**config.mk**
```make
export PLATFORM = sky130hd
export DESIGN_NAME = axi_chan_slice
export DESIGN_NICKNAME = d
export VERILOG_FILES = /design/src/logic/axi_chan_slice.sv
export SDC_FILE = /design/constraint.sdc
export NUM_CORES = 1
export LEC_CHECK = 0
export BUFFER_PORTS_ARGS = -buffer_cell sky130_fd_sc_hd__buf_2
export CAP_MARGIN = 0
export CELL_PAD_IN_SITES_DETAIL_PLACEMENT = 1
export CELL_PAD_IN_SITES_GLOBAL_PLACEMENT = 1
export CORE_AREA = 2 2 39 41
export CTS_CLUSTER_SIZE = 12
export DETAILED_ROUTE_END_ITERATION = 7
export DIE_AREA = 0 0 41 43
export GPL_ROUTABILITY_DRIVEN = 0
export MAX_ROUTING_LAYER = met4
export PLACE_DENSITY = 0.47
export SYNTH_ARGS = -nofsm -noshare
export SYNTH_HDL_FRONTEND = slang
export SYNTH_SLANG_ARGS = --single-unit
```
**constraint.sdc**
```tcl
create_clock -name clk -period 1 [get_ports clk]
set_input_delay 0.05 -clock clk [delete_from_list [all_inputs] [get_ports clk]]
set_output_delay 0.05 -clock clk [all_outputs]
set_load 0.01 [all_outputs]
```
**src/logic/axi_chan_slice.sv**
```systemverilog
module axi_chan_slice #(
    parameter type payload_t = logic
) (
    input  logic     clk,
    input  logic     resetn,

    input  payload_t in_data,
    input  logic     in_valid,
    output logic     in_ready,

    output payload_t out_data,
    output logic     out_valid,
    input  logic     out_ready
);

    payload_t skid_data;
    logic     skid_valid;
    logic     in_fire;
    logic     main_free;

    assign in_ready  = !skid_valid;  // Registered, breaks the ready path
    assign in_fire   = in_valid && in_ready;
    assign main_free = !out_valid || out_ready;

    always_ff @(posedge clk) begin
        if (!resetn) begin
            out_valid  <= 1'b0;
            skid_valid <= 1'b0;
        end else if (main_free) begin
            out_valid  <= skid_valid || in_fire;
            skid_valid <= 1'b0;
        end else if (in_fire) begin
            skid_valid <= 1'b1;  // Output stalled, park the beat
        end
    end

    always_ff @(posedge clk) begin
        if (main_free)
            out_data <= skid_valid ? skid_data : in_data;
        else if (in_fire)
            skid_data <= in_data;
    end

endmodule

```
==> results of run 1 <==
final cells by class:
type | instances | share of cell area
clock buffer | 4 | 0.1000
inverter | 1 | 0.01429
multi-input combinational | 6 | 0.2476
sequential | 4 | 0.3810
tap | 16 | 0.07619
timing repair buffer | 8 | 0.1810
state kept, by name, summed over array words and instances (netlist names):
| name | cells |
|---|---|
| out_data | 1 |
| skid_data | 1 |
| out_valid | 1 |
| skid_valid | 1 |
worst max-delay path by stage:
stage | slack [ns] | to
3_3_place_gp | 0.09 | skid_data
2_1_floorplan | 0.04 | skid_data
3_5_place_dp | 0.07 | skid_data
5_1_grt | 0.03 | in_ready
6_report | 0.08 | in_ready
4_1_cts | 0.01 | out_data
placed cells by master (no fill, tap or decap), drive strengths merged:
cell	Yosys	routed
dlygate4sd3	0	1
inv	1	1
edfxtp	2	2
clkbuf	0	4
buf	0	7
a21boi	1	1
dfxtp	2	2
nor2	1	1
mux2	1	1
nand2b	1	1
nor3b	2	2
kinds of logic after synthesis:
group / count (synthesis)
flip-flops: 4
AND/OR/NAND/NOR: 4
AO/OA/AOI/OAI: 1
multiplexers: 1
buffers and inverters: 1
per-layer routing:
layer / GRT usage / vias up
met5: - / -
met3: 0.05236 / 0
met4: 0.08000 / 0
met1: 0.05484 / 59
li1: - / 63
met2: 0.07188 / 8
critical path: cells and delay by family (launching register included):
kind                   cells  cell delay, ns
buffers and inverters      3            0.28
DFF                        1            0.35
metrics by stage:
| stage | hold slack [ns] | setup WS, ns | utilization | instances | total power, mW |
|---|---|---|---|---|---|
| final | 0.07196 | 0.08158 | 0.1899 | 39 | 0.4529 |
| after detailed placement | 0.2440 | 0.06729 | 0.1646 | 35 | 0.2251 |
| after CTS | 0.06785 | 0.01162 | 0.1908 | 40 | 0.4691 |
| after floorplan | 0.1489 | 0.04483 | - | 11 | 0.2069 |
| after global placement | 0.2452 | 0.09355 | 0.1646 | 35 | 0.2236 |
| after global routing | 0.08260 | 0.02777 | 0.1899 | 39 | 0.4848 |
timing repair:
item / 4_1_cts / 5_1_grt
endpoints found under the hold margin: 1 / 0
hold buffers: 1 / 0
endpoints found under the setup margin: 0 / 1
resized for setup: 0 / 1
power breakdown:
group / switching, mW / internal [mW]
registers: 0.00444 / 0.181
clock network: 0.0767 / 0.150
logic: 0.0165 / 0.0236
==> run metrics, run 1 <==
gr ovfl total 0; ys async rst share 0; Crit-path slowest cell dfxtp_1; ranking of synthesized cells by area edfxtp_1 36%, dfxtp_1 24%, nor3b_2 15%; Synth Area in XOR/XNOR 0; RSZ-0062 raised after global routing no; endpoint class of the critical path primary output; Finish-stage setup viols 0; Critical Path RT 0.95 ns; TritonCTS clock tree built; Power per Cell Area 1724 mW/mm²; Synth cell types 8; DRC 0; Syn Inst Count 11; Detail Route met3 WL 52 µm; Final nets 29; crit path launch skid_valid; Clock Path Buffers 2; Die H 43 µm; critical path's largest stage delay 0.35 ns; I/O pin cnt 8; final WL 358 µm; P_leak 0.1087 nW; hold_sp resetn; crit path DAT 0.87 ns; largest family of logic cells by synthesized area simple AND/OR/NAND/NOR gates; IO buf count 7; Hold Crit Endpoint out_valid; uppermost layer routed met3; worst-margin pin slew 0.1799 ns; Total Neg Setup Slack 0 ns; Fin. Hold Viols 0; Die W 41 µm; Post-synth top cells 2 x dfxtp_1, 2 x edfxtp_1, 2 x nor3b_2; vias in the first global route 162; Vias 130; multi-input logic area 65.06 µm²; Mapped Area 165.2 µm²; max-slew violations 0; Synth Flop Type edfxtp_1; R2R Path End skid_data; Antenna Cells 0; CTS sink cnt 4; Worst VDD drop 0.0004260 V; FMAX 1.089 GHz; gr usage total 0.06385; FF-to-FF setup slack 0.08 ns; number of DRC markers in iteration 0 3; crit path cell chain buf_4, inv_1, buf_2; DRT antenna net count 0; largest net degree at the start of global routing 5; min Tclk post-route 0.9184 ns; Seq/Total Area, Yosys 0.6061; htree depth 1; row count 14; CTS Buf Count 3; DP Area 227.7 µm²; Synth Area in Compound Gates 0.04545; Reg-to-Reg Start out_valid; register area 100.1 µm²; first-pass GRT wire length 627 µm; clock latency on the worst-skew pair 0.24 ns; flops & latches, synth 4; mux cell area share after synthesis 0.06818; Final Cell Area 262.8 µm²; metal2 WL 154 µm; Yosys top cell area share 0.3636; Final period util 0.9184; Worst Reg-to-Reg Cells 2; Synth Area in Adders 0; Tightest Hold Check Type input port to flip-flop; Final Skew 0.01017 ns; Initial Util 0.1193; simple logic cell fraction of the synthesized area 0.2576; initial antenna violation count 0; Post-Syn Nets 16; Layout area overhead 59.09%; clock-pin slew on the worst setup and hold paths 0.04 ns; number of synthesized flops with an enable pin 2; max_slew headroom 0.8796; share of layout cells above drive strength 1 0.6087; worst-path fanout max 3; Placeable Area 0.001384 mm²; Avg WL per Cell 9.179 µm; Min-Delay Path Depth 2; met1 WL 151 µm; vias per cell 3.333; # fillers 171; yosys warns 0; Max Cap Viol 0; Setup crit start kind flip-flop; TritonRoute pass-1 iters 2; CP Class flip-flop to primary output; Post-CTS Setup Bufs 0; Die ar. 0.001763 mm²; clock root buffer clkbuf_4; Syn Area/Cell 15.01 µm²; post-synth top area cell edfxtp_1; status completed
Power figures use the tool's default switching activity.
==> run 2, diff against run 1 <==
Settings changed: CTS_BUF_LIST set to sky130_fd_sc_hd__clkbuf_2.
==> run metrics, run 2 (synthesis gave the netlist of run 1 again) <==
status completed; Power per Cell Area 1613 mW/mm² (-6.4%); P_leak 0.1071 nW (-1.5%); worst-path fanout max 4 (+1); Pwr Total 0.3995 mW (-12%); critical path's largest stage delay 0.36 ns (about the same); share of layout cells above drive strength 1 0.6522 (+0.04348); gr ovfl total 0 (unchanged); Clock Path Buffers 2 (unchanged); Crit-path slowest cell dfxtp_1; first-pass GRT wire length 572 µm (-8.8%); gr usage total 0.05458 (-0.009269); I/O pin cnt 8 (unchanged); clock-pin slew on the worst setup and hold paths 0.07 ns (+0.03 ns); worst-margin pin slew 0.1810 ns (+0.001095 ns); Vias 127 (-2.3%); RSZ-0062 raised after global routing no; clock latency on the worst-skew pair 0.21 ns (-0.03 ns); Max Cap Viol 0 (unchanged); TritonRoute pass-1 iters 2 (unchanged); vias per cell 3.256 (-2.3%); Die ar. 0.001763 mm² (unchanged); Initial Util 0.1193 (unchanged); DRT antenna net count 0 (unchanged); Setup crit start kind flip-flop; Antenna Cells 0 (unchanged); min Tclk post-route 0.9085 ns (-0.009898 ns); number of DRC markers in iteration 0 1 (-2); Min Hold Slack 0.02306 ns (-0.04890 ns); Layout area overhead 50.00%; Worst VDD drop 0.0004532 V (+6.4%); final WL 324 µm (-9.5%); crit path DAT 0.83 ns (-0.04 ns); Post-CTS Setup Bufs 0 (unchanged); max-slew violations 0 (unchanged); Placeable Area 0.001384 mm² (unchanged); CTS Buf Count 3 (unchanged); Final period util 0.9085 (-0.009898); Finish-stage setup viols 0 (unchanged); Die H 43 µm (unchanged); post-CTS sizing 0 (unchanged); initial antenna violation count 0 (unchanged); Tightest Hold Check Type input port to flip-flop; Critical Path RT 0.92 ns (-0.03 ns); Final Cell Area 247.7 µm² (-5.7%); crit path cell chain nand2b_4, nor3b_2; htree depth 1 (unchanged); final design utilization 0.1790 (-0.01085); row count 14 (unchanged); DP Area 227.7 µm² (unchanged); Final nets 29 (unchanged); Avg WL per Cell 8.308 µm (-9.5%); CTS sink cnt 4 (unchanged); DRC 0 (unchanged); endpoint class of the critical path flip-flop; IO buf count 7 (unchanged); Final Skew 0.01911 ns (+0.008942 ns); commonest non-fill, non-tap cell in the layout buf_2; CP Class flip-flop to flip-flop; vias in the first global route 151 (-6.8%); Post-CTS Hold Buffers 0 (-1); Die W 41 µm (unchanged); Fin. Hold Viols 0 (unchanged); clock root buffer clkbuf_2; CP top delay family flip-flops; Total Neg Setup Slack 0 ns (unchanged); largest net degree at the start of global routing 5 (unchanged); crit path buf inv count 0 (-3); FMAX 1.101 GHz (+1.1%); TritonCTS clock tree built; commonest non-fill, non-tap cells in the layout 7 x buf_2, 4 x clkbuf_2, 2 x nor3b_2, 2 x edfxtp_1, 2 x dfxtp_1; max_slew headroom 0.8789 (about the same)
[run 2: changes by cell type in the layout (fill, tap and decap cells not counted), sizes merged]
cell         before  now
dlygate4sd3       1    0
buf               7    8
[run 2: layer usage]
| metal | vias to the layer above | GRT usage | share of wire |
|---|---|---|---|
| li1 | 62 | - | - |
| met1 | 57 | 0.05484 | 0.47 |
| met2 | 8 | 0.06250 | 0.39 |
| met3 | 0 | 0.05236 | 0.15 |
| met4 | 0 | 0.04000 | 0 |
| met5 | - | - | 0 |
[run 2: through the flow]
step | cells | setup WS, ns
after global placement | 35 | 0.09355
after CTS | 39 | 0.08102
after global routing | 39 | 0.04272
final | 39 | 0.09148
after detailed placement | 35 | 0.06729
after floorplan | 11 | 0.04483
[run 2: path summary, 6_finish.rpt]
check	from	to	slack, ns	depth (start not counted)
setup / recovery	out_valid	skid_data	0.09	2
hold reg to reg	out_valid	skid_valid	0.52	2
hold / removal	in_data	skid_data	0.02	1
setup reg to reg	out_valid	skid_data	0.09	2
[run 2: where the power goes]
group	switching (mW)	internal [mW]
registers	0.00423	0.181
clock network	0.0722	0.106
logic	0.0160	0.0204
total	0.0925	0.307
[run 2: cell type report]
type	count	area, µm²
Clock buffer	4	20.02
Fill cell	167	1136
Inverter	1	3.754
Multi-Input combinational cell	6	61.31
Sequential cell	4	100.1
Tap cell	16	20.02
Timing Repair Buffer	8	42.54
==> run 3, diff against run 2 <==
Settings changed: PLACE_DENSITY 0.47 to 0.46.
Clock period 1 ns to 0.9 ns, I/O delays scaled along.
==> run metrics, run 3 (synthesis gave the netlist of run 1 again) <==
placed cells 36 (+2.9%); Die ar. 0.001763 mm² (unchanged); largest net degree at the start of global routing 4 (-1); initial antenna violation count 0 (unchanged); vias in the first global route 144 (-4.6%); Finish-stage setup viols 0 (unchanged); endpoint class of the critical path flip-flop; Final Skew 0.002924 ns (-0.01618 ns); commonest non-fill, non-tap cells in the layout 7 x buf_2, 3 x clkbuf_2, 2 x nor3b_2, 2 x edfxtp_1; clock latency on the worst-skew pair 0.20 ns (about the same); Worst path depth 1 (-1); gr ovfl total 0 (unchanged); FMAX 1.120 GHz (+1.7%); CP top delay family flip-flops; number of DRC markers in iteration 0 0 (-1); DRC 0 (unchanged); crit path buf inv count 0 (unchanged); Layout area overhead 59.09%; TritonRoute pass-1 iters 1 (-1); crit path DAT 0.85 ns (+0.02 ns); worst-margin pin slew 0.1748 ns (-0.006203 ns); final design utilization 0.1899 (+0.01085); Final period util 0.9925 (+0.08394); DRT antenna net count 0 (unchanged); min Tclk post-route 0.8932 ns (-0.01531 ns); Min-Delay Path Depth 1 (unchanged); Fin. Hold Viols 0 (unchanged); Die W 41 µm (unchanged); gr usage total 0.05773 (+0.003149); GR peak layer met4; commonest non-fill, non-tap cell in the layout buf_2; GR Layer Usage met3 0.03141 (-0.02094); Avg WL per Cell 8.179 µm (-1.5%); first-pass GRT wire length 558 µm (-2.4%); Vias 128 (+0.79%); Die H 43 µm (unchanged); P_leak 0.1123 nW (+4.8%); Antenna Cells 0 (unchanged); critical path's largest stage delay 0.36 ns (about the same); crit path cell chain mux2_4; Final Cell Area 262.8 µm² (+6.1%); Tightest Hold Check Type input port to flip-flop; RSZ-0062 raised after global routing yes; vias per cell 3.282 (+0.79%); Power per Cell Area 1581 mW/mm² (-2.0%); htree depth 1 (unchanged); row count 14 (unchanged); post-route setup slack 0.006784 ns (-0.08469 ns); final WL 319 µm (-1.5%); clock root buffer clkbuf_2; Total Neg Setup Slack 0 ns (unchanged); Pwr Total 0.4153 mW (+4.0%); Setup crit start kind flip-flop; CTS Buf Count 3 (unchanged); CP Class flip-flop to flip-flop; IO buf count 7 (unchanged); Worst VDD drop 0.0004971 V (+9.7%); Critical Path RT 0.85 ns (-0.07 ns); Clock Path Buffers 2 (unchanged); post-place setup slack -0.006140 ns (-0.07343 ns); Min Hold Slack 0.04410 ns (+0.02104 ns); Max Cap Viol 0 (unchanged); TritonCTS clock tree built; GR Util met1 0.05502 (+0.0001775); Worst Reg-to-Reg Cells 1 (-1); Crit-path slowest cell dfxtp_4; clock-pin slew on the worst setup and hold paths 0.05 ns (-0.02 ns); met2 usage 0.05625 (-0.006250); max-slew violations 0 (unchanged); CTS sink cnt 4 (unchanged); Layout Cells excl Fill 39 (unchanged); worst-path fanout max 3 (-1); DP Area 237.7 µm² (+4.4%); share of layout cells above drive strength 1 0.8261 (+0.1739); Initial Util 0.1193 (unchanged); Final nets 30 (+3.4%); Post-CTS Setup Bufs 0 (unchanged); max_slew headroom 0.8830 (+0.004150); status completed; Placeable Area 0.001384 mm² (unchanged); Post-CTS Hold Buffers 0 (unchanged); I/O pin cnt 8 (unchanged)
==> run 3: cell types whose count changed in the layout (fill, tap and decap cells not counted), sizes merged <==
| cell | previous run | this run |
|---|---|---|
| clkbuf | 4 | 3 |
| buf | 8 | 9 |
==> run 3: final timing paths <==
| path | startpoint | end | slack (ns) |
|---|---|---|---|
| max reg2reg | skid_valid | out_data | 0.007 |
| max | skid_valid | out_data | 0.007 |
| min reg2reg | skid_data | out_data | 0.55 |
| min | in_data | skid_data | 0.04 |
==> run 3: area by class of cell <==
class / count / area, µm²
clock buffer: 3 / 15.01
tap: 16 / 20.02
inverter: 1 / 3.754
sequential: 4 / 105.1
fill: 163 / 1121
multi-input combinational: 6 / 65.06
timing repair buffer: 9 / 53.80
==> run 3: repair_timing <==
action | 4_1_cts | 5_1_grt
endpoints found under the setup margin | 1 | 3
gates cloned | 0 | 0
pin swaps | 0 | 1
gates resized for setup | 1 | 3
==> run 3: metal layers <==
layer  part of all wire  wire (µm)
met5                  0          0
met1               0.44        139
met2               0.38        121
met4                  0          0
met3               0.18         57
==> run 3: where the power goes <==
| part | switching, mW | internal [mW] |
|---|---|---|
| logic | 0.0187 | 0.0279 |
| registers | 0.00533 | 0.200 |
| clock network | 0.0739 | 0.0898 |
