### config.mk
export PLATFORM = sky130hd
export DESIGN_NAME = axi_txn_gate
export DESIGN_NICKNAME = d
export VERILOG_FILES = /design/src/logic/rammodel_pkg.sv /design/src/logic/axi_txn_gate.sv
export SDC_FILE = /design/constraint.sdc
export NUM_CORES = 1
export LEC_CHECK = 0
export ABC_CLOCK_PERIOD_IN_PS = 2600
export BUFFER_PORTS_ARGS = -buffer_cell sky130_fd_sc_hd__buf_2
export CORE_AREA = 2 2 205 207
export DETAILED_ROUTE_END_ITERATION = 6
export DIE_AREA = 0 0 207 209
export PLACE_DENSITY_LB_ADDON = 0.25
export SYNTH_ARGS = -nofsm -noshare
export SYNTH_HDL_FRONTEND = slang
export SYNTH_SLANG_ARGS = --single-unit
### constraint.sdc
create_clock -name clk -period 2.6 [get_ports clk]
set_clock_uncertainty 0.15 [all_clocks]
set_input_delay 0.39 -clock clk [delete_from_list [all_inputs] [get_ports clk]]
set_output_delay 0.39 -clock clk [all_outputs]
set_load 0.02 [all_outputs]
### src/logic/rammodel_pkg.sv
package rammodel_pkg;

    localparam int ADDR_WIDTH = 32;
    localparam int DATA_WIDTH = 64;
    localparam int ID_WIDTH   = 4;
    localparam int STRB_WIDTH = DATA_WIDTH / 8;
    localparam int MEM_WORDS  = 256;

    // Word index into the backend array
    localparam int WORD_LSB   = $clog2(STRB_WIDTH);
    localparam int WORD_AW    = $clog2(MEM_WORDS);

    localparam logic [1:0] RESP_OKAY = 2'b00;

    typedef struct packed {
        logic [ID_WIDTH-1:0]   id;
        logic [ADDR_WIDTH-1:0] addr;
        logic [7:0]            len;
        logic [2:0]            size;
        logic [1:0]            burst;
    } axi_ar_t;

    typedef struct packed {
        logic [ID_WIDTH-1:0]   id;
        logic [ADDR_WIDTH-1:0] addr;
        logic [7:0]            len;
        logic [2:0]            size;
        logic [1:0]            burst;
    } axi_aw_t;

    typedef struct packed {
        logic [DATA_WIDTH-1:0] data;
        logic [STRB_WIDTH-1:0] strb;
        logic                  last;
    } axi_w_t;

    typedef struct packed {
        logic [ID_WIDTH-1:0]   id;
        logic [DATA_WIDTH-1:0] data;
        logic [1:0]            resp;
        logic                  last;
    } axi_r_t;

    typedef struct packed {
        logic [ID_WIDTH-1:0] id;
        logic [1:0]          resp;
    } axi_b_t;

endpackage

### src/logic/axi_txn_gate.sv
module axi_txn_gate (
    input  logic                  clk,
    input  logic                  resetn,

    input  rammodel_pkg::axi_ar_t s_ar,
    input  logic                  s_arvalid,
    output logic                  s_arready,
    input  rammodel_pkg::axi_aw_t s_aw,
    input  logic                  s_awvalid,
    output logic                  s_awready,
    input  rammodel_pkg::axi_w_t  s_w,
    input  logic                  s_wvalid,
    output logic                  s_wready,
    output rammodel_pkg::axi_r_t  s_r,
    output logic                  s_rvalid,
    input  logic                  s_rready,
    output rammodel_pkg::axi_b_t  s_b,
    output logic                  s_bvalid,
    input  logic                  s_bready,

    output rammodel_pkg::axi_ar_t m_ar,
    output logic                  m_arvalid,
    input  logic                  m_arready,
    output rammodel_pkg::axi_aw_t m_aw,
    output logic                  m_awvalid,
    input  logic                  m_awready,
    output rammodel_pkg::axi_w_t  m_w,
    output logic                  m_wvalid,
    input  logic                  m_wready,
    input  rammodel_pkg::axi_r_t  m_r,
    input  logic                  m_rvalid,
    output logic                  m_rready,
    input  rammodel_pkg::axi_b_t  m_b,
    input  logic                  m_bvalid,
    output logic                  m_bready,

    input  logic                  pause,
    output logic                  pause_ok,
    input  logic                  resume,
    output logic                  resume_ok
);

    import rammodel_pkg::*;

    typedef enum logic [0:0] {DO_AR, DO_R} rd_state_t;
    typedef enum logic [1:0] {DO_AW, DO_W, DO_B} wr_state_t;
    typedef enum logic [2:0] {NORMAL, ABORT, HOLD, RESUME, READY} ctrl_state_t;

    rd_state_t   rd_state, rd_state_next;
    wr_state_t   wr_state, wr_state_next;
    ctrl_state_t ctrl_state, ctrl_state_next;

    logic s_arfire, s_awfire, s_rfire, s_bfire;
    logic m_arfire, m_awfire, m_wfire, m_rfire, m_bfire;
    logic txn_allowed, abort_resume, pause_trig, idle;

    // Upstream transaction accepted but not yet completed upstream
    logic    rd_live, wr_live;
    axi_ar_t ar_saved;
    axi_aw_t aw_saved;

    logic [7:0] beat_cnt;

    // Handshake position, AR/AW = 0, data beats 1..N, B = N+1
    logic [8:0] r_pos, r_pos_next, r_pos_save;
    logic [8:0] w_pos, w_pos_next, w_pos_save;

    assign s_arfire = s_arvalid && s_arready;
    assign s_awfire = s_awvalid && s_awready;
    assign s_rfire  = s_rvalid && s_rready;
    assign s_bfire  = s_bvalid && s_bready;
    assign m_arfire = m_arvalid && m_arready;
    assign m_awfire = m_awvalid && m_awready;
    assign m_wfire  = m_wvalid && m_wready;
    assign m_rfire  = m_rvalid && m_rready;
    assign m_bfire  = m_bvalid && m_bready;

    assign txn_allowed  = ctrl_state == NORMAL && !pause;
    assign abort_resume = ctrl_state == ABORT || ctrl_state == RESUME;
    assign pause_trig   = ctrl_state == NORMAL && pause;
    assign idle         = rd_state == DO_AR && wr_state == DO_AW;

    always_ff @(posedge clk) begin
        if (!resetn) begin
            rd_live <= 1'b0;
            wr_live <= 1'b0;
        end else if (txn_allowed) begin
            if (s_arfire)
                rd_live <= 1'b1;
            else if (s_rfire && s_r.last)
                rd_live <= 1'b0;
            if (s_awfire)
                wr_live <= 1'b1;
            else if (s_bfire)
                wr_live <= 1'b0;
        end
    end

    always_ff @(posedge clk) begin
        if (txn_allowed && s_arfire)
            ar_saved <= s_ar;
        if (txn_allowed && s_awfire)
            aw_saved <= s_aw;
    end

    always_ff @(posedge clk) begin
        if (!resetn) begin
            rd_state   <= DO_AR;
            wr_state   <= DO_AW;
            ctrl_state <= NORMAL;
            r_pos      <= '0;
            w_pos      <= '0;
        end else begin
            rd_state   <= rd_state_next;
            wr_state   <= wr_state_next;
            ctrl_state <= ctrl_state_next;
            r_pos      <= r_pos_next;
            w_pos      <= w_pos_next;
        end
    end

    always_ff @(posedge clk) begin
        if (!resetn) begin
            r_pos_save <= '0;
            w_pos_save <= '0;
        end else if (pause_trig) begin
            r_pos_save <= r_pos;  // Replay target
            w_pos_save <= w_pos;
        end
    end

    // W beat counter, source of the regenerated wlast
    always_ff @(posedge clk) begin
        if (!resetn)
            beat_cnt <= '0;
        else if (m_wfire)
            beat_cnt <= m_w.last ? 8'd0 : beat_cnt + 8'd1;
    end

    always_comb begin
        if (m_rfire && m_r.last)
            r_pos_next = '0;
        else if (m_arfire || m_rfire)
            r_pos_next = r_pos + 9'd1;
        else
            r_pos_next = r_pos;

        if (m_bfire)
            w_pos_next = '0;
        else if (m_awfire || m_wfire)
            w_pos_next = w_pos + 9'd1;
        else
            w_pos_next = w_pos;
    end

    always_comb begin
        rd_state_next = rd_state;
        case (rd_state)
            DO_AR: if (m_arfire) rd_state_next = DO_R;
            DO_R:  if (m_rfire && m_r.last) rd_state_next = DO_AR;
            default: rd_state_next = DO_AR;
        endcase

        wr_state_next = wr_state;
        case (wr_state)
            DO_AW: if (m_awfire) wr_state_next = DO_W;
            DO_W:  if (m_wfire && m_w.last) wr_state_next = DO_B;
            DO_B:  if (m_bfire) wr_state_next = DO_AW;
            default: wr_state_next = DO_AW;
        endcase
    end

    always_comb begin
        ctrl_state_next = ctrl_state;
        case (ctrl_state)
            NORMAL:
                if (pause)
                    ctrl_state_next = idle ? HOLD : ABORT;
            ABORT:  // Drain the burst in flight toward memory
                if (m_rfire && m_r.last || m_bfire)
                    ctrl_state_next = HOLD;
            HOLD:
                if (resume)
                    ctrl_state_next = rd_live || wr_live ? RESUME : READY;
            RESUME:  // Stop once the replay reaches the cut point
                if (rd_live && r_pos_next == r_pos_save || wr_live && w_pos_next == w_pos_save)
                    ctrl_state_next = READY;
            READY:
                if (!resume)
                    ctrl_state_next = NORMAL;
            default:
                ctrl_state_next = NORMAL;
        endcase
    end

    assign s_arready = idle && txn_allowed && m_arready;
    assign s_awready = idle && txn_allowed && !s_arvalid && m_awready;  // Reads first
    assign s_wready  = wr_state == DO_W && txn_allowed && m_wready;
    assign s_r       = m_r;
    assign s_rvalid  = m_rvalid;
    assign s_b       = m_b;
    assign s_bvalid  = m_bvalid;

    assign m_arvalid = idle && (s_arvalid && txn_allowed || rd_live && abort_resume);
    assign m_ar      = rd_live ? ar_saved : s_ar;
    assign m_rready  = rd_state == DO_R && (s_rready && txn_allowed || abort_resume);
    assign m_awvalid = idle && (!s_arvalid && s_awvalid && txn_allowed || wr_live && abort_resume);
    assign m_aw      = wr_live ? aw_saved : s_aw;
    assign m_wvalid  = wr_state == DO_W && (s_wvalid && txn_allowed || abort_resume);
    assign m_w       = '{data: s_w.data,
                         strb: ctrl_state == NORMAL ? s_w.strb : '0,
                         last: beat_cnt == aw_saved.len};
    assign m_bready  = wr_state == DO_B && (s_bready && txn_allowed || abort_resume);

    assign pause_ok  = ctrl_state == HOLD;
    assign resume_ok = ctrl_state == READY;

endmodule

==> impl_metrics.env, run 1 <==
export IMPL_num_rows=75
export IMPL_hold_depth=1
export IMPL_dp_cells=1445
export IMPL_die_area_um2=43300
export IMPL_end_kind="flip-flop"
export IMPL_drive_gt1_frac=0.496
export IMPL_violations="setup timing"
export IMPL_finalMaxSlewViolations=0
export IMPL_hold_start="s_ar[43]"
export IMPL_cts_root_buf="clkbuf_16"
export IMPL_clk_latency_ps=420
export IMPL_track_usage=0.110
export IMPL_grt_pass1_wl_um=37600
export IMPL_r2r_worst_path_cells=13
export IMPL_grt_pass1_vias=6591
export IMPL_synthArstFlopShare=0
export IMPL_p_leak_nw=4.54
export IMPL_max_freq_ghz=0.348
export IMPL_die_x_um=207
export IMPL_totalWireLength_um=24800
export IMPL_final_instance_count_excl_fill=1582
export IMPL_post_route_min_period_ps=2870
export IMPL_cp_arrival_ps=3080
export IMPL_antenna_cells=0
export IMPL_ys_seq_area_frac=0.467
export IMPL_tightest_slew_ps=688
export IMPL_status="finished, violations left"
export IMPL_detail_route_vias_per_cell=4.09
export IMPL_peakVddDrop_mv=0.380
export IMPL_port_buffers=240
export IMPL_clock_sinks=150
export IMPL_grt_ovfl_total=0
export IMPL_regToRegSetupSlack_ps=-270
export IMPL_required_ps=2810
export IMPL_cts_tree="done"
export IMPL_synthFlopType="edfxtp_1"
export IMPL_wl_per_cell_um=15.7
export IMPL_yosysUniqueCellTypes=75
export IMPL_worstPathMaxFanout=5
export IMPL_reg2reg_from="rd_state$_SDFF_PN0_"
export IMPL_yosysWarnings=0
export IMPL_route_detailed_drc=0
export IMPL_slew_limit_headroom=0.542
export IMPL_avgSynthCellArea_um2=11.4
export IMPL_postSynthCellCount=750
export IMPL_ys_seq_elements=150
export IMPL_htree_levels=4
export IMPL_worst_slack_ps=-273
export IMPL_drtAntennaViolNets=0
export IMPL_crit_type="reg -> reg"
export IMPL_netlist_area_um2=8530
export IMPL_grt_max_degree=53
export IMPL_synth_nets=1015
export IMPL_cts_buffers=17
export IMPL_dp_hpwl_um=18300
export IMPL_start_kind="flip-flop"
export IMPL_period_share=1.10
export IMPL_gp_congestion=0.772
export IMPL_cp_startpoint="rd_state$_SDFF_PN0_"
export IMPL_initial_utilization=0.207
export IMPL_hold_violations=0
export IMPL_drtIter0Drc=246
export IMPL_hold_path_class="in -> reg"
export IMPL_num_vias=6472
export IMPL_die_y_um=209
export IMPL_min_to="ar_saved[43]$_DFFE_PP_"
export IMPL_r2r_end="ctrl_state[2]$_SDFFE_PN0P_"
export IMPL_setup_violations=3
export IMPL_utilization=0.286
export IMPL_io_pins=522
export IMPL_layout_nets=1295
export IMPL_synth_edf_count=98
export IMPL_dr_pass1_iters=7
export IMPL_power_per_cell_area_nw_per_um2=642
export IMPL_cap_violations=0
export IMPL_holdWs_ps=26.7
export IMPL_syn2layout_area_growth_pct=38.2
export IMPL_clkTransAtPathRegs_ps=60
export IMPL_grt_antenna_before_repair=1
export IMPL_rsz0062_at_grt="yes"
export IMPL_cts_max_path_buffers=2
export IMPL_core_um2=41300
cell usage after synthesis, drive strengths merged (3+ instances only):
| cell type | count | share of area |
|---|---|---|
| a32oi | 3 | 0.0031 |
| nand2 | 58 | 0.026 |
| and2 | 16 | 0.012 |
| nand4 | 7 | 0.0051 |
| or3 | 3 | 0.0022 |
| o21ai | 9 | 0.0053 |
| a31oi | 4 | 0.0029 |
| xor2 | 14 | 0.014 |
| mux2i | 3 | 0.0035 |
| edfxtp | 98 | 0.34 |
| o2111ai | 4 | 0.0076 |
| nor2 | 45 | 0.020 |
| nor4 | 3 | 0.0040 |
| o211ai | 3 | 0.0032 |
| a21boi | 20 | 0.018 |
| nor3b | 4 | 0.0048 |
| mux2 | 98 | 0.13 |
| a22oi | 3 | 0.0026 |
| inv | 8 | 0.0035 |
| a21oi | 7 | 0.0054 |
| nor4b | 3 | 0.0066 |
| and3 | 7 | 0.0051 |
| o21a | 5 | 0.0044 |
| nor2b | 9 | 0.0066 |
| nand3b | 3 | 0.0026 |
| nor3 | 12 | 0.0082 |
| ha | 3 | 0.0044 |
| dfxtp | 52 | 0.12 |
| clkbuf | 23 | 0.010 |
| xnor2 | 26 | 0.027 |
| buf | 150 | 0.13 |
| nand3 | 14 | 0.0082 |
worst max path at each step:
stage | endpoint | depth (start not counted)
global placement | ctrl_state[1]$_SDFFE_PN0P_ | 10
CTS | ctrl_state[0]$_SDFFE_PN0P_ | 10
global route | ctrl_state[2]$_SDFFE_PN0P_ | 13
floorplan | ctrl_state[0]$_SDFFE_PN0P_ | 10
detailed placement | ctrl_state[0]$_SDFFE_PN0P_ | 10
finish | ctrl_state[2]$_SDFFE_PN0P_ | 13
metrics by stage:
stage	setup slack (ps)	TNS, ps	cell area [µm²]	total power [mW]
3_5_place_dp	-456	-1240	9950	4.63
6_report	-273	-797	11800	7.57
4_1_cts	-242	-608	11700	7.63
2_1_floorplan	-51.5	-103	8560	4.16
5_1_grt	-437	-1290	11800	7.89
3_3_place_gp	-465	-1300	9950	4.63
sequential cells by signal, indices dropped and copies added (netlist names), 2 cells and up:
| name | flops |
|---|---|
| ar_saved | 49 |
| aw_saved | 49 |
| r_pos | 9 |
| r_pos_save | 9 |
| w_pos | 9 |
| w_pos_save | 9 |
| beat_cnt | 8 |
| ctrl_state | 3 |
| wr_state | 2 |
cells by family (layout without fill, tap and decap cells):
family,count (synthesis),count (layout),share of synthesized area
muxes,101,101,0.133
AOI/OAI and AO/OA,81,81,0.0826
and+or+nand+nor,191,191,0.118
adders and majority gates,3,3,0.00440
buffers and inverters,181,474,0.146
DFF,150,150,0.467
xor gates and xnor gates,43,43,0.0491
layer usage:
layer	vias up	global-route usage	part of all wire
met5	-	0.00222	0.00032
met4	2	0.0470	0.028
met3	57	0.0374	0.071
met2	266	0.184	0.48
met1	3054	0.129	0.42
li1	3093	-	-
where the power goes:
part	total (mW)	internal [mW]	switching [mW]
Sequential	2.73	2.67	0.0537
Combinational	2.04	0.919	1.12
Clock	2.80	1.78	1.02
final cells by class:
| cell class | count | area [µm²] |
|---|---|---|
| Clock buffer | 25 | 520 |
| Clock inverter | 7 | 136 |
| Fill cell | 4328 | 29500 |
| Inverter | 8 | 30.0 |
| Multi-Input combinational cell | 419 | 3460 |
| Sequential cell | 150 | 4000 |
| Tap cell | 539 | 674 |
| Timing Repair Buffer | 434 | 2980 |
worst max-delay path, stage by stage (launching register included):
cell and delay, ps:
dfxtp_4 360, buf_4 140, nor3_2 170, buf_4 170
buf_4 140, o2111ai_4 170, a22o_1 270, a22oi_2 240
xor2_2 190, nand4_1 180, nor4_4 310, buf_4 170
a211oi_2 40, nor2_1 120
cell usage in the layout (no fill, tap or decap), types with 3 or more instances in the layout:
cell	n
nor3_1	9
mux2i_1	3
clkbuf_16	19
edfxtp_1	98
nand3_1	14
inv_1	8
mux2_2	98
bufinv_16	4
o21ai_0	7
xor2_1	13
and3_1	5
or3_1	3
nor2_1	43
a21oi_1	6
xnor2_1	26
a21boi_0	20
nand4_1	7
ha_1	3
dlygate4sd3_1	95
a31oi_1	3
dfxtp_1	47
nand3b_1	3
nor2b_1	9
nand2_1	57
buf_6	4
and2_1	13
dfxtp_2	3
buf_2	239
o21a_1	4
buf_4	91
buf_12	5
nor3_2	3
timing repair:
| item | CTS | global route |
|---|---|---|
| hold buffers | 95 | 0 |
| pin swaps | 16 | 14 |
| setup buffers | 4 | 7 |
| hold endpoints to repair | 95 | 0 |
| endpoints found under the setup margin | 7 | 5 |
| gates resized for setup | 21 | 15 |
No activity file was read; power rests on OpenSTA's default activity.
==> run 2: changes to the inputs <==
- CTS_BUF_LIST: not set -> sky130_fd_sc_hd__clkbuf_4 sky130_fd_sc_hd__clkbuf_8
==> run 2 against run 1 <==
  * The flow still finishes with violations (setup timing)
  * Non-clock buffer count rose by 2
  * Clock power fell by 19%
  * Die area did not move
  * Flip-flop and latch count did not move
  * Critical path depth fell by 3
  * Clock-buffer cell count fell by 2
  * Core utilization fell by 0.30 points
  * Wire length did not move
  * Combinational power barely moved
  * Register-to-register slack got worse by 20 ps
  * Maximum frequency fell by 0.72%
  * Final cell count rose by 0.13%
  * Largest power group is now sequential cells
==> impl_metrics.env, run 2 (synthesis results as in run 1) <==
export IMPL_status="finished, violations left"
export IMPL_cp_slowest_stage_delay_ps=530
export IMPL_slew_limit_headroom=0.542
export IMPL_crit_type="reg -> reg"
export IMPL_grt_pass1_wl_um=37800
export IMPL_dr_pass1_iters=4
export IMPL_hold_violations=0
export IMPL_holdWs_ps=195
export IMPL_cts_max_path_buffers=2
export IMPL_syn2layout_area_growth_pct=36.7
export IMPL_num_vias=6462
export IMPL_crit_chain="or4b_4 > nor4_1 > a32oi_2 > xnor2_1 > buf_4 > o32a_1 > a32oi_1 > buf_4 > a211o_1 > a31oi_1"
export IMPL_clock_sinks=150
export IMPL_cap_violations=0
export IMPL_initial_utilization=0.207
export IMPL_io_pins=522
export IMPL_cp_slowest_cell="or4b_4"
export IMPL_peakVddDrop_mv=0.239
export IMPL_route_detailed_drc=0
export IMPL_setup_violations=3
export IMPL_period_share=1.11
export IMPL_path_buf_inv=2
export IMPL_cp_arrival_ps=3090
export IMPL_worstPathMaxFanout=5
export IMPL_dp_hpwl_um=18300
export IMPL_path_delay_family="simple AND/OR/NAND/NOR gates"
export IMPL_start_kind="flip-flop"
export IMPL_cts_root_buf="clkbuf_8"
export IMPL_drive_gt1_frac=0.497
export IMPL_switchingPower_mw=2.10
export IMPL_wl_per_cell_um=15.7
export IMPL_wl_met3_um=1650
export IMPL_pwr_share_clk=0.321
export IMPL_power_per_cell_area_nw_per_um2=603
export IMPL_end_kind="flip-flop"
export IMPL_p_seq_frac=0.388
export IMPL_grt_antenna_before_repair=1
export IMPL_violations="setup timing"
export IMPL_cts_buffers=17
export IMPL_die_x_um=207
export IMPL_max_freq_ghz=0.346
export IMPL_finalMaxSlewViolations=0
export IMPL_n_fill_cell=4356
export IMPL_tightest_slew_ps=687
export IMPL_die_area_um2=43300
export IMPL_drtIter0Drc=209
export IMPL_routed_top_layer="met5"
export IMPL_grt_ovfl_total=0
export IMPL_antenna_cells=0
export IMPL_die_y_um=209
export IMPL_p_leak_nw=4.48
export IMPL_core_um2=41300
export IMPL_reg_largest_list="ar_saved x49, aw_saved x49"
export IMPL_place_area_um2=9950
export IMPL_route_met2_wl_um=12000
export IMPL_htree_levels=4
export IMPL_required_ps=2790
export IMPL_num_rows=75
export IMPL_worst_slack_ps=-293
export IMPL_grt_max_degree=53
export IMPL_p_sw_frac=0.299
export IMPL_finalInstanceArea_um2=11700
export IMPL_layout_nets=1297
export IMPL_grt_pass1_vias=6671
export IMPL_hold_path_class="in -> reg"
export IMPL_clkTransAtPathRegs_ps=90
export IMPL_rsz0062_at_grt="yes"
export IMPL_drtAntennaViolNets=0
export IMPL_cp_common_cell="buf_4"
export IMPL_port_buffers=240
export IMPL_layout_common_cells="238 x buf_2, 98 x mux2_2, 98 x edfxtp_1, 98 x dlygate4sd3_1, 87 x buf_4"
export IMPL_pwr_share_comb=0.291
export IMPL_post_route_min_period_ps=2890
export IMPL_internal_power_mw=4.93
export IMPL_detail_route_vias_per_cell=4.08
export IMPL_final_common_cell="buf_2"
export IMPL_p_total_mw=7.03
export IMPL_track_usage=0.111
export IMPL_clk_latency_ps=450
export IMPL_routedLengthMet1_um=10500
export IMPL_totalWireLength_um=24800
export IMPL_utilization=0.283
export IMPL_cts_tree="done"
export IMPL_gp_congestion=0.772
[run 2: cell count changes in the layout (fill, tap and decap cells not counted), moves of 3 or more]
cell,previous run,this run
dlygate4sd3_1,95,98
buf_6,4,8
buf_4,91,87
clkbuf_4,0,4
clkbuf_8,2,19
clkbuf_16,19,0
[run 2: power groups by stage]
stage	registers (mW)	clock network [mW]	logic [mW]
6_report	2.73	2.26	2.05
5_1_grt	2.74	2.42	2.21
4_1_cts	2.73	2.35	2.03
3_5_place_dp	2.77	0	1.85
3_3_place_gp	2.77	0	1.85
2_1_floorplan	2.75	0	1.41
[run 2: metrics by stage]
| stage | cells | TNS (ps) | setup slack [ps] |
|---|---|---|---|
| after CTS | 1580 | -624 | -245 |
| after detailed placement | 1445 | -1240 | -456 |
| after floorplan | 750 | -103 | -51.5 |
| after global routing | 1584 | -1290 | -440 |
| final | 1584 | -870 | -293 |
| after global placement | 1445 | -1300 | -465 |
[run 2: layout make-up]
type,count,area [µm²],share of cell area
Multi-Input combinational cell,419,3460,0.297
Sequential cell,150,4000,0.343
Clock inverter,9,196,0.0168
Tap cell,539,674,0.0578
Clock buffer,23,292,0.0250
Inverter,8,30.0,0.00257
Timing Repair Buffer,436,3020,0.258
[run 2: path summary, 6_finish.rpt]
check	startpoint	to	slack [ps]	cells after the start
worst min register to register	w_pos[8]$_SDFF_PN0_	w_pos_save[8]$_SDFFE_PN0P_	320	2
worst max-delay path	rd_state$_SDFF_PN0_	ctrl_state[1]$_SDFFE_PN0P_	-290	10
worst min-delay path	s_rready	rd_live$_SDFFE_PN0P_	190	3
worst max register to register	rd_state$_SDFF_PN0_	ctrl_state[1]$_SDFFE_PN0P_	-290	10
[run 2: per-layer routing]
metal	vias up	GRT usage
li1	3093	-
met1	3059	0.129
met2	252	0.186
met3	56	0.0371
met4	2	0.0461
met5	-	0.00222
[run 2: worst reg2reg max path: stages, from the launching register on]
cell and delay (ps):
dfxtp_4 370, or4b_4 530, nor4_1 370, a32oi_2 130, xnor2_1 150, buf_4 140
o32a_1 320, a32oi_1 230, buf_4 180, a211o_1 140, a31oi_1 80
[run 2: repair_timing]
item | in CTS | in global routing
setup endpoints to repair | 32 | 5
hold buffers | 98 | 0
pin swaps | 16 | 17
setup buffers | 5 | 5
resized for setup | 23 | 20
endpoints found under the hold margin | 98 | 0
==> run 3: changes to the inputs <==
- PLACE_DENSITY: not set -> 0.57
- PLACE_DENSITY_LB_ADDON: 0.25 -> not set
- RECOVER_POWER: not set -> 50
==> run 3 against run 2 <==
  * The flow still finishes with violations (setup timing)
  * Final cell count is 0.38% lower
  * Clock power is 23% lower
  * Critical endpoint unchanged
  * First-iteration DRC count grew 73%
  * Clock-buffer cell count shrank 5
  * Maximum frequency up 3.3%
  * Global-route usage is 0.26 points lower
  * Design area shrank 1.9%
  * Worst setup slack better by 92 ps
  * Sequential share of layout area rose by 0.62 points
==> impl_metrics.env, run 3 (synthesis results as in run 1) <==
export IMPL_grt_max_degree=53
export IMPL_cts_tree="done"
export IMPL_grt_pass1_vias=6890
export IMPL_place_area_um2=9880
export IMPL_reg_largest_list="ar_saved x49, aw_saved x49"
export IMPL_final_common_cell="buf_2"
export IMPL_initial_utilization=0.207
export IMPL_syn2layout_area_growth_pct=34.1
export IMPL_required_ps=2810
export IMPL_cp_slowest_cell="a2111oi_4"
export IMPL_violations="setup timing"
export IMPL_holdWs_ps=138
export IMPL_cts_max_path_buffers=2
export IMPL_tightest_slew_ps=522
export IMPL_cts_buffers=17
export IMPL_clk_latency_ps=470
export IMPL_dp_slack_ps=-344
export IMPL_die_y_um=209
export IMPL_start_kind="flip-flop"
export IMPL_cap_violations=0
export IMPL_detail_route_vias_per_cell=4.18
export IMPL_totalWireLength_um=24100
export IMPL_die_x_um=207
export IMPL_setup_violations=10
export IMPL_worstPathMaxFanout=5
export IMPL_io_pins=522
export IMPL_num_rows=75
export IMPL_crit_chain="buf_6 > nor2b_2 > a32o_4 > a21oi_4 > nor2_2 > or3_1 > a311o_1 > a2111oi_4 > a211o_1 > a31oi_1"
export IMPL_drive_gt1_frac=0.433
export IMPL_status="finished, violations left"
export IMPL_wl_per_cell_um=15.2
export IMPL_power_per_cell_area_nw_per_um2=573
export IMPL_layout_nets=1290
export IMPL_clock_sinks=150
export IMPL_grt_pass1_wl_um=36800
export IMPL_gp_congestion=0.859
export IMPL_rsz0062_at_grt="yes"
export IMPL_peakVddDrop_mv=0.399
export IMPL_layout_common_cells="171 x buf_2, 98 x mux2_2, 98 x edfxtp_1, 98 x dlygate4sd3_1, 76 x buf_4"
export IMPL_cp_slowest_stage_delay_ps=390
export IMPL_die_area_um2=43300
export IMPL_grt_ovfl_total=0
export IMPL_route_detailed_drc=0
export IMPL_n_fill_cell=4321
export IMPL_finalMaxSlewViolations=0
export IMPL_drtIter0Drc=362
export IMPL_crit_type="reg -> reg"
export IMPL_finalInstanceArea_um2=11400
export IMPL_grt_antenna_before_repair=4
export IMPL_hold_path_class="in -> reg"
export IMPL_hold_violations=0
export IMPL_slew_limit_headroom=0.652
export IMPL_r2r_worst_path_cells=10
export IMPL_cts_root_buf="clkbuf_8"
export IMPL_max_freq_ghz=0.357
export IMPL_track_usage=0.108
export IMPL_drtAntennaViolNets=0
export IMPL_hold_depth=4
export IMPL_clkTransAtPathRegs_ps=90
export IMPL_end_kind="flip-flop"
export IMPL_dp_hpwl_um=17100
export IMPL_fin_tns_setup_ps=-920
export IMPL_dr_pass1_iters=4
export IMPL_worst_slack_ps=-201
export IMPL_cp_arrival_ps=3010
export IMPL_routed_top_layer="met5"
export IMPL_htree_levels=4
export IMPL_port_buffers=240
export IMPL_period_share=1.08
export IMPL_p_leak_nw=4.21
export IMPL_num_vias=6598
export IMPL_routedLengthMet1_um=8990
export IMPL_route_met2_wl_um=12000
export IMPL_post_route_min_period_ps=2800
export IMPL_wl_met3_um=2030
export IMPL_core_um2=41300
## run 3: report_power, final
group          internal (mW)  switching [mW]
clock network          0.787           0.967
logic                  0.914            1.17
registers               2.67          0.0457
## run 3: per-layer routing
metal  vias to the layer above  GRT usage
li1                       3085          -
met1                      3115      0.110
met2                       296      0.188
met3                        94     0.0449
met4                         8     0.0581
met5                         -    0.00779
## run 3: area by class of cell
type	count	area, µm²	share of cell area
Multi-Input combinational cell	419	3510	0.307
Clock buffer	18	248	0.0217
Clock inverter	14	128	0.0112
Sequential cell	150	3990	0.349
Tap cell	539	674	0.0589
Timing Repair Buffer	429	2860	0.250
Inverter	8	30.0	0.00262
Antenna cell	1	2.50	0.000219
## run 3: critical path: cells and delay by family (launching register included)
kind / cells / cell delay (ps)
flops: 1 / 340
compound gates: 6 / 1510
simple gates: 3 / 560
buf+inv: 1 / 120
## run 3: stage by stage
step | total power [mW] | cells | util
floorplan | 4.16 | 750 | -
global placement | 4.63 | 1439 | 0.239
detailed placement | 4.64 | 1439 | 0.239
CTS | 6.61 | 1573 | 0.277
global route | 6.87 | 1577 | 0.277
finish | 6.55 | 1578 | 0.277
## run 3: path summary, 6_finish.rpt
check | startpoint | endpoint | slack (ps)
worst max-delay path | ctrl_state[0]$_SDFFE_PN0P_ | ctrl_state[1]$_SDFFE_PN0P_ | -200
worst min register to register | w_pos_save[0]$_SDFFE_PN0P_ | w_pos_save[0]$_SDFFE_PN0P_ | 330
worst min-delay path | s_bready | wr_live$_SDFFE_PN0P_ | 140
worst max register to register | ctrl_state[0]$_SDFFE_PN0P_ | ctrl_state[1]$_SDFFE_PN0P_ | -200
## run 3: what timing repair did
action / CTS / global route
resized for setup: 29 / 20
pin swaps: 18 / 9
setup endpoints to repair: 10 / 5
buffers inserted: 5 / 5
hold endpoints to repair: 98 / 0
hold buffers: 98 / 0
